<file path="config.mk">
export PLATFORM = sky130hd
export DESIGN_NAME = axi_rd_demux
export DESIGN_NICKNAME = d
export VERILOG_FILES = /design/src/axi_rd_pkg.sv /design/src/demux_cfg_pkg.sv /design/src/id_track_if.sv /design/src/demux_id_tracker.sv /design/src/demux_ar_route.sv /design/src/demux_r_merge.sv /design/src/axi_rd_demux.sv
export SDC_FILE = /design/constraint.sdc
export NUM_CORES = 1
export LEC_CHECK = 0
export BUFFER_PORTS_ARGS = -buffer_cell sky130_fd_sc_hd__buf_2
export CAP_MARGIN = 20
export CORE_AREA = 5 5 130 132
export CTS_CLUSTER_DIAMETER = 120
export DETAILED_ROUTE_END_ITERATION = 16
export DIE_AREA = 0 0 135 137
export PLACE_DENSITY_LB_ADDON = 0.12
export SLEW_MARGIN = 20
export SYNTH_ARGS = -nofsm -noshare
export SYNTH_HDL_FRONTEND = slang
export SYNTH_SLANG_ARGS = --single-unit
</file>
<file path="constraint.sdc">
create_clock -name clk_i -period 7.4 [get_ports clk_i]
set_clock_uncertainty 0.1 [all_clocks]
set_input_delay 1.11 -clock clk_i [delete_from_list [all_inputs] [get_ports clk_i]]
set_output_delay 1.11 -clock clk_i [all_outputs]
set_load 0.02 [all_outputs]
</file>
<file path="src/axi_rd_pkg.sv">
/*
  AXI read-channel field widths and the vector types built on them.
  Only the AR and R fields used by the demux are described here.
  ID_WIDTH must not be smaller than the tracked ID bits of the demux.
*/

`default_nettype none

package axi_rd_pkg;

  // ------------------------------------------------------------------
  // field widths
  // ------------------------------------------------------------------
  localparam int unsigned ID_WIDTH   = 4;
  localparam int unsigned ADDR_WIDTH = 32;
  localparam int unsigned DATA_WIDTH = 32;
  localparam int unsigned LEN_WIDTH  = 8;

  // ------------------------------------------------------------------
  // vector types
  // ------------------------------------------------------------------
  typedef logic [ID_WIDTH-1:0]   axi_id_t;
  typedef logic [ADDR_WIDTH-1:0] axi_addr_t;
  typedef logic [DATA_WIDTH-1:0] axi_data_t;
  // burst length minus one, as on the bus
  typedef logic [LEN_WIDTH-1:0]  axi_len_t;

endpackage

`default_nettype wire

</file>
<file path="src/demux_cfg_pkg.sv">
/*
  Sizing of the read demux: port count, tracked ID bits, counter width.
  A counter saturates at 2**CNT_WIDTH-1 reads in flight per tracked ID.
  Port selects at or above NUM_MST_PORTS reach no port.
*/

`default_nettype none

package demux_cfg_pkg;

  // ------------------------------------------------------------------
  // sizing
  // ------------------------------------------------------------------
  localparam int unsigned NUM_MST_PORTS = 3;
  localparam int unsigned SEL_WIDTH     = $clog2(NUM_MST_PORTS);
  // low ID bits that get a counter of their own
  localparam int unsigned ID_LOOK_BITS  = 2;
  localparam int unsigned NUM_COUNTERS  = 2 ** ID_LOOK_BITS;
  localparam int unsigned CNT_WIDTH     = 3;

  // ------------------------------------------------------------------
  // derived types
  // ------------------------------------------------------------------
  typedef logic [SEL_WIDTH-1:0]     port_sel_t;
  typedef logic [ID_LOOK_BITS-1:0]  look_id_t;
  typedef logic [NUM_MST_PORTS-1:0] port_mask_t;
  typedef logic [CNT_WIDTH-1:0]     in_flight_cnt_t;

endpackage

`default_nettype wire

</file>
<file path="src/id_track_if.sv">
/*
  Link between the AR router and the ID tracker.
  The push ID is the lookup ID, so a push always refers to the AR
  that was looked up in the same cycle.
*/

`timescale 1ns/1ps
`default_nettype none

interface id_track_if
  import demux_cfg_pkg::*;
();

  // tracker answers for the looked-up ID
  port_sel_t lookup_sel;
  logic      lookup_busy;
  logic      full;

  // router side
  look_id_t  lookup_id;
  logic      push;
  port_sel_t push_sel;

  modport tracker (
    input  lookup_id,
    input  push,
    input  push_sel,
    output lookup_sel,
    output lookup_busy,
    output full
  );

  modport router (
    output lookup_id,
    output push,
    output push_sel,
    input  lookup_sel,
    input  lookup_busy,
    input  full
  );

endinterface

`default_nettype wire

</file>
<file path="src/demux_id_tracker.sv">
/*
  Outstanding read counters, one per tracked ID, with the port each
  tracked ID was last sent to. Push and pop take effect at the next edge.
  A pop to an idle counter is not expected and would wrap it.
*/

`timescale 1ns/1ps
`default_nettype none

module demux_id_tracker
  import demux_cfg_pkg::*;
(
  input  logic     clk_i,
  input  logic     rst_ni,
  id_track_if.tracker trk,
  input  logic     r_pop_i,
  input  look_id_t pop_id_i
);

  logic [NUM_COUNTERS-1:0] busy;
  logic [NUM_COUNTERS-1:0] saturated;
  // last select per tracked ID, only meaningful while busy
  port_sel_t               sel_q [NUM_COUNTERS];

  // ------------------------------------------------------------------
  // counters
  // ------------------------------------------------------------------
  for (genvar i = 0; i < NUM_COUNTERS; i++) begin : gen_cnt
    logic           up;
    logic           down;
    in_flight_cnt_t cnt_q;

    assign up   = trk.push && (trk.lookup_id == look_id_t'(i));
    assign down = r_pop_i && (pop_id_i == look_id_t'(i));

    always_ff @(posedge clk_i or negedge rst_ni) begin
      if (!rst_ni) begin
        cnt_q <= '0;
      end else begin
        case ({up, down})
          2'b10:   cnt_q <= cnt_q + 1'b1;
          2'b01:   cnt_q <= cnt_q - 1'b1;
          // both or neither, count stays
          default: cnt_q <= cnt_q;
        endcase
      end
    end

    assign busy[i]      = |cnt_q;
    assign saturated[i] = &cnt_q;
  end

  // ------------------------------------------------------------------
  // stored selects
  // ------------------------------------------------------------------
  always_ff @(posedge clk_i) begin
    if (trk.push) begin
      sel_q[trk.lookup_id] <= trk.push_sel;
    end
  end

  // lookup for the AR currently presented
  assign trk.lookup_sel  = sel_q[trk.lookup_id];
  assign trk.lookup_busy = busy[trk.lookup_id];
  // one full counter blocks every new AR
  assign trk.full        = |saturated;

endmodule

`default_nettype wire

</file>
<file path="src/demux_ar_route.sv">
/*
  AR steering with no register in the forward path.
  The upstream select and ID must stay stable while slv_ar_valid_i is high.
  Once a valid is shown to a port it stays up until that port accepts it.
*/

`timescale 1ns/1ps
`default_nettype none

module demux_ar_route
  import axi_rd_pkg::*;
  import demux_cfg_pkg::*;
(
  input  logic       clk_i,
  input  logic       rst_ni,
  id_track_if.router trk,
  input  axi_id_t    slv_ar_id_i,
  input  port_sel_t  slv_ar_sel_i,
  input  logic       slv_ar_valid_i,
  output logic       slv_ar_ready_o,
  output port_mask_t mst_ar_valid_o,
  input  port_mask_t mst_ar_ready_i
);

  port_mask_t sel_onehot;
  logic       sel_ready;
  logic       ar_allowed;
  logic       fwd_valid;
  logic       handshake;
  logic       lock_q;

  // ------------------------------------------------------------------
  // tracker lookup and stall decision
  // ------------------------------------------------------------------
  assign trk.lookup_id = look_id_t'(slv_ar_id_i[ID_LOOK_BITS-1:0]);

  // same ID may only go on to the port it is already in flight to
  assign ar_allowed = !trk.full &&
                      (!trk.lookup_busy || (trk.lookup_sel == slv_ar_sel_i));

  // locked valid ignores the tracker, e.g. a full that came up meanwhile
  assign fwd_valid = lock_q || (slv_ar_valid_i && ar_allowed);

  // ------------------------------------------------------------------
  // steering
  // ------------------------------------------------------------------
  assign sel_onehot = port_mask_t'(1) << slv_ar_sel_i;
  assign sel_ready  = |(mst_ar_ready_i & sel_onehot);
  assign handshake  = fwd_valid && sel_ready;

  assign mst_ar_valid_o = fwd_valid ? sel_onehot : '0;
  assign slv_ar_ready_o = handshake;

  // every accepted AR is counted under its ID
  assign trk.push     = handshake;
  assign trk.push_sel = slv_ar_sel_i;

  // ------------------------------------------------------------------
  // valid lock
  // ------------------------------------------------------------------
  // set while a shown valid waits, cleared by the handshake
  always_ff @(posedge clk_i or negedge rst_ni) begin
    if (!rst_ni) begin
      lock_q <= 1'b0;
    end else begin
      lock_q <= fwd_valid && !sel_ready;
    end
  end

endmodule

`default_nettype wire

</file>
<file path="src/demux_r_merge.sv">
/*
  Round-robin merge of the R channels of all ports onto the upstream port.
  Valid to valid is combinational. A beat that waits for ready keeps
  its grant, so the upstream beat stays stable under back-pressure.
*/

`timescale 1ns/1ps
`default_nettype none

module demux_r_merge
  import axi_rd_pkg::*;
  import demux_cfg_pkg::*;
(
  input  logic       clk_i,
  input  logic       rst_ni,
  input  axi_id_t    mst_r_id_i   [NUM_MST_PORTS],
  input  axi_data_t  mst_r_data_i [NUM_MST_PORTS],
  input  port_mask_t mst_r_last_i,
  input  port_mask_t mst_r_valid_i,
  output port_mask_t mst_r_ready_o,
  output axi_id_t    slv_r_id_o,
  output axi_data_t  slv_r_data_o,
  output logic       slv_r_last_o,
  output logic       slv_r_valid_o,
  input  logic       slv_r_ready_i,
  output logic       r_pop_o,
  output look_id_t   pop_id_o
);

  port_sel_t rr_q;
  port_sel_t pick_idx;
  port_sel_t gnt_idx;
  port_sel_t lock_idx_q;
  logic      lock_q;
  logic      beat_done;

  // ------------------------------------------------------------------
  // arbitration
  // ------------------------------------------------------------------
  // first valid port at or after the pointer
  always_comb begin
    int unsigned cand;
    logic        found;
    found    = 1'b0;
    pick_idx = '0;
    for (int unsigned k = 0; k < NUM_MST_PORTS; k++) begin
      cand = (rr_q + k) % NUM_MST_PORTS;
      if (!found && mst_r_valid_i[cand]) begin
        found    = 1'b1;
        pick_idx = port_sel_t'(cand);
      end
    end
  end

  assign gnt_idx = lock_q ? lock_idx_q : pick_idx;

  // ------------------------------------------------------------------
  // beat forwarding
  // ------------------------------------------------------------------
  assign slv_r_valid_o = mst_r_valid_i[gnt_idx];
  assign slv_r_id_o    = mst_r_id_i[gnt_idx];
  assign slv_r_data_o  = mst_r_data_i[gnt_idx];
  assign slv_r_last_o  = mst_r_last_i[gnt_idx];

  assign mst_r_ready_o = slv_r_valid_o ? (port_mask_t'(slv_r_ready_i) << gnt_idx) : '0;
  assign beat_done     = slv_r_valid_o && slv_r_ready_i;

  // end of a burst frees one slot of its ID
  assign r_pop_o  = beat_done && slv_r_last_o;
  assign pop_id_o = look_id_t'(slv_r_id_o[ID_LOOK_BITS-1:0]);

  // ------------------------------------------------------------------
  // grant lock and pointer
  // ------------------------------------------------------------------
  always_ff @(posedge clk_i or negedge rst_ni) begin
    if (!rst_ni) begin
      lock_q     <= 1'b0;
      lock_idx_q <= '0;
      rr_q       <= '0;
    end else begin
      lock_q     <= slv_r_valid_o && !slv_r_ready_i;
      lock_idx_q <= gnt_idx;
      if (beat_done) begin
        // next search starts just past the port that was served
        rr_q <= (gnt_idx == port_sel_t'(NUM_MST_PORTS - 1)) ? '0 : gnt_idx + 1'b1;
      end
    end
  end

endmodule

`default_nettype wire

</file>
<file path="src/axi_rd_demux.sv">
/*
  Read-only AXI demux, one upstream port to NUM_MST_PORTS downstream ports.
  slv_ar_sel_i picks the port and must hold while slv_ar_valid_i is high.
  Reads with equal low ID bits to different ports are serialized.
*/

`timescale 1ns/1ps
`default_nettype none

module axi_rd_demux
  import axi_rd_pkg::*;
  import demux_cfg_pkg::*;
(
  input  logic       clk_i,
  input  logic       rst_ni,
  // upstream AR
  input  axi_id_t    slv_ar_id_i,
  input  axi_addr_t  slv_ar_addr_i,
  input  axi_len_t   slv_ar_len_i,
  input  port_sel_t  slv_ar_sel_i,
  input  logic       slv_ar_valid_i,
  output logic       slv_ar_ready_o,
  // upstream R
  output axi_id_t    slv_r_id_o,
  output axi_data_t  slv_r_data_o,
  output logic       slv_r_last_o,
  output logic       slv_r_valid_o,
  input  logic       slv_r_ready_i,
  // downstream AR
  output axi_id_t    mst_ar_id_o   [NUM_MST_PORTS],
  output axi_addr_t  mst_ar_addr_o [NUM_MST_PORTS],
  output axi_len_t   mst_ar_len_o  [NUM_MST_PORTS],
  output port_mask_t mst_ar_valid_o,
  input  port_mask_t mst_ar_ready_i,
  // downstream R
  input  axi_id_t    mst_r_id_i    [NUM_MST_PORTS],
  input  axi_data_t  mst_r_data_i  [NUM_MST_PORTS],
  input  port_mask_t mst_r_last_i,
  input  port_mask_t mst_r_valid_i,
  output port_mask_t mst_r_ready_o
);

  logic     r_pop;
  look_id_t pop_id;

  id_track_if trk_if ();

  // ------------------------------------------------------------------
  // AR path
  // ------------------------------------------------------------------
  // payload goes to every port, only the valid is steered
  for (genvar p = 0; p < NUM_MST_PORTS; p++) begin : gen_ar_bcast
    assign mst_ar_id_o[p]   = slv_ar_id_i;
    assign mst_ar_addr_o[p] = slv_ar_addr_i;
    assign mst_ar_len_o[p]  = slv_ar_len_i;
  end

  demux_ar_route u_ar_route (
    .clk_i          (clk_i),
    .rst_ni         (rst_ni),
    .trk            (trk_if.router),
    .slv_ar_id_i    (slv_ar_id_i),
    .slv_ar_sel_i   (slv_ar_sel_i),
    .slv_ar_valid_i (slv_ar_valid_i),
    .slv_ar_ready_o (slv_ar_ready_o),
    .mst_ar_valid_o (mst_ar_valid_o),
    .mst_ar_ready_i (mst_ar_ready_i)
  );

  // ------------------------------------------------------------------
  // ID tracking
  // ------------------------------------------------------------------
  demux_id_tracker u_id_tracker (
    .clk_i    (clk_i),
    .rst_ni   (rst_ni),
    .trk      (trk_if.tracker),
    .r_pop_i  (r_pop),
    .pop_id_i (pop_id)
  );

  // ------------------------------------------------------------------
  // R path
  // ------------------------------------------------------------------
  demux_r_merge u_r_merge (
    .clk_i         (clk_i),
    .rst_ni        (rst_ni),
    .mst_r_id_i    (mst_r_id_i),
    .mst_r_data_i  (mst_r_data_i),
    .mst_r_last_i  (mst_r_last_i),
    .mst_r_valid_i (mst_r_valid_i),
    .mst_r_ready_o (mst_r_ready_o),
    .slv_r_id_o    (slv_r_id_o),
    .slv_r_data_o  (slv_r_data_o),
    .slv_r_last_o  (slv_r_last_o),
    .slv_r_valid_o (slv_r_valid_o),
    .slv_r_ready_i (slv_r_ready_i),
    .r_pop_o       (r_pop),
    .pop_id_o      (pop_id)
  );

endmodule

`default_nettype wire

</file>
==> metrics <==
remaining max-slew budget at the tightest pin=52.6%; initial antenna violation count=0; initial core utilization=22.7%; total core area=15600 µm²; floorplan die area=18500 µm²; Worst R2R Path Depth=17; Data arrival, critical path=3.65 ns; Gate Count Post-Synth=428; Post-Synthesis Net Count=607; switching share of total power=56.1%; post-synth design cell area=3550 µm²; router iterations before antenna repair=4; adder-cell area share of the yosys netlist=5.08%; Power per Cell Area=508 nW/µm²; sequential cell area=691 µm²; synthesized area divided by synthesized cell count=8.29 µm²; horizontal die dimension=135 µm; DRC violations left=0; capture instance of the worst register-to-register path=u_id_tracker.gen_cnt[0].cnt_q[2]; static power due to leakage=1.94 nW; sum of overflow across all layers after global routing=0; layer with the highest usage=met2; number of port buffers=175; ANT nets after route=0; Sw Pwr=1.06 mW; multi-input combinational cell area=1710 µm²; GR Util All Layers=12.7%; cell occurring most often along the worst timing path=buf_2; Max stage delay cell, worst path=o22ai_4; vias in the first global route=2817; post-synthesis compound-gate area fraction=9.66%; number of maximum-capacitance violations=0; # resized after CTS=0; met3 capacity usage during global routing=3.82%; number of enable flip-flop cells after synthesis=8; clock slew at the register clock pins of the worst setup and hold paths=0.07 ns; met2 Usage GRT=21.0%; transition at the pin with the smallest max-transition slack=0.711 ns; basic-gate share of the synthesized area counting and, or, nand and nor cells=14.5%; Synth Warn #=0; sequential power share=12.9%; y dimension of the die=137 µm; TritonCTS clock tree=built; relative contribution of the clock network to total power=8.3%; cells along the critical path=buf_2 -> and3b_1 -> a211o_1 -> a41o_1 -> o22ai_4 -> buf_4 -> mux2i_1 -> o21ai_1 -> buf_2; Post-CTS Hold Buffers=0; Hold Path Class=flop to flop; sequential share of the synthesized area=19.5%; fin cells=676; share of final-layout standard cells stronger than drive strength 1=41.5%; area overhead of the layout relative to synthesis=5.40%; Setup Viol. Count Final=0; final count of pins violating max slew=0; path type of the worst setup path=input port to primary output; via count=2864; number of cells in the design after placement=672; final worst hold slack=0.390 ns; average wire length per cell after detail routing=19.1 µm; highest ir drop seen on vdd=0.144 mV; Filler Cell Count=1736; hold path endpoint=u_id_tracker.gen_cnt[1].cnt_q[2]; number of vias per cell=4.24; largest net degree at the start of global routing=37; number of cells traversed by the worst hold path=1; GP Congestion=0.838; flip-flop cell with the highest count after synthesis=dfrtp_1; mux share of post-synthesis cell area=15.0%; flop and latch count out of synthesis=26; CTS buffer count=3; cell internal power dissipation=0.834 mW; estimated wirelength of the detail-placed design=11100 µm; crit path max fanout=28; maximum clock insertion buffer count=2; H-tree depth reported by CTS=1; result of the run=finished, final reports clean; fmax=206 MHz; min-delay src=u_id_tracker.gen_cnt[1].cnt_q[2]; count of standard-cell rows=46; first-pass GRT wire length=18000 µm; worst endpoint required time=6.19 ns; critical register-to-register path startpoint=u_r_merge.rr_q[1]; met1 capacity usage during global routing=16.5%; antenna diode count=0; Sink Count=26; drt total wl=12900 µm; Initial DRC Count=113; shortest period the worst path allows=4.86 ns; Post-CTS Setup Inserts=0; Synth Area in XOR/XNOR=3.46%; library cell used as clock root buffer=clkbuf_16; Clk Latency, worst-skew pair=0.26 ns; largest family of logic cells by synthesized area=buffers and inverters; CP startpoint kind=input port; # nets final=640; register-to-register setup slack=2.69 ns; Comb power frac=78.9%; number of top-level pins=344; core occupancy in the finished layout=24.0%; Sum Neg Setup Slack=0 ns; final worst-path cycle share=65.6%; async set-or-reset flop fraction in the synthesized netlist=69.2%; Hold Fails Final Rpt=0; Crit. End Element=primary output; longest individual stage delay on the worst path=0.52 ns; unrepaired setup endpoints after global routing=false; Cell variety after synth=49
power by group through the flow:
stage               combinational [mW]  clock, mW  sequential, mW
floorplan                         1.17          0           0.233
global placement                  1.52          0           0.249
detailed placement                1.52          0           0.247
CTS                               1.52      0.162           0.244
global route                      1.64      0.167           0.251
finish                            1.50      0.157           0.245
registers in the layout (all words and copies together), names as in the netlist:
register,cells
u_id_tracker.gen_cnt.cnt_q,12
u_id_tracker.sel_q,8
u_r_merge.lock_idx_q,2
u_r_merge.rr_q,2
u_ar_route.lock_q,1
u_r_merge.lock_q,1
metal layers:
metal	part of all wire (%)	wire length, µm
met4	0.67	87
met5	0	0
met2	49	6290
met1	41	5360
met3	9.3	1210
cells in the final DEF, fill, tap and decap left out, types with 5 or more instances in the layout:
| cell type | Yosys | routed |
|---|---|---|
| xor2_1 | 8 | 8 |
| nand2_1 | 44 | 44 |
| inv_1 | 19 | 19 |
| ha_1 | 8 | 8 |
| nand3_1 | 5 | 5 |
| a21oi_1 | 7 | 7 |
| nor3_1 | 7 | 7 |
| edfxtp_1 | 8 | 8 |
| o21ai_1 | 34 | 34 |
| mux2i_1 | 45 | 45 |
| dfrtp_1 | 18 | 18 |
| xnor2_1 | 6 | 6 |
| buf_2 | 3 | 175 |
| nor2_1 | 13 | 13 |
logic make-up after synthesis:
kind of cell             count (synthesis)
XOR/XNOR                                14
AND/OR/NAND/NOR                        101
flip-flops                              26
adder cells (fa/ha/maj)                 12
buffers and inverters                  169
AO/OA/AOI/OAI                           57
multiplexers                            49
critical path: cells and delay by family:
family	cells	cell delay [ns]
buffers and inverters	3	0.85
AO/OA/AOI/OAI	4	1.14
AND/OR/NAND/NOR	1	0.20
multiplexers	1	0.29
worst max path at each step:
stage	cells past startpoint	to	slack, ns	start
floorplan	9	slv_r_data_o[12]	3.41	mst_r_valid_i[2]
global placement	16	u_id_tracker.gen_cnt[0].cnt_q[2]	2.27	mst_r_valid_i[1]
detailed placement	16	u_id_tracker.gen_cnt[0].cnt_q[2]	2.26	mst_r_valid_i[1]
CTS	9	slv_r_data_o[4]	2.49	mst_r_valid_i[2]
global route	16	u_id_tracker.gen_cnt[0].cnt_q[2]	2.28	mst_r_valid_i[1]
finish	9	slv_r_data_o[24]	2.54	mst_r_valid_i[2]
synthesized netlist by cell type, drive strengths merged (5+ instances only):
cell | instances | area share [%]
nand2 | 44 | 4.7
xnor2 | 6 | 1.5
dfrtp | 18 | 13
mux2i | 45 | 13
nor2 | 13 | 1.4
buf | 140 | 30
and3 | 5 | 1.0
o21ai | 36 | 5.1
a21oi | 7 | 0.99
xor2 | 8 | 2.0
nand3 | 5 | 0.71
nor3 | 8 | 1.4
inv | 19 | 2.0
clkbuf | 9 | 0.95
ha | 8 | 2.8
edfxtp | 8 | 6.8
through the flow:
stage,worst slack [ns],area (µm²),power (mW)
6_report,2.54,3740,1.90
5_1_grt,2.28,3740,2.06
4_1_cts,2.49,3740,1.93
3_5_place_dp,2.26,3630,1.77
3_3_place_gp,2.27,3630,1.76
2_1_floorplan,3.41,3550,1.40
final cells by class:
cell class	instances	area share [%]
multi-input combinational	233	45.7
clock inverter	1	0.803
inverter	20	2.01
timing repair buffer	177	23.8
clock buffer	3	2.01
tap	216	7.23
sequential	26	18.5
Note: power is estimated with default switching activity, not from simulation.
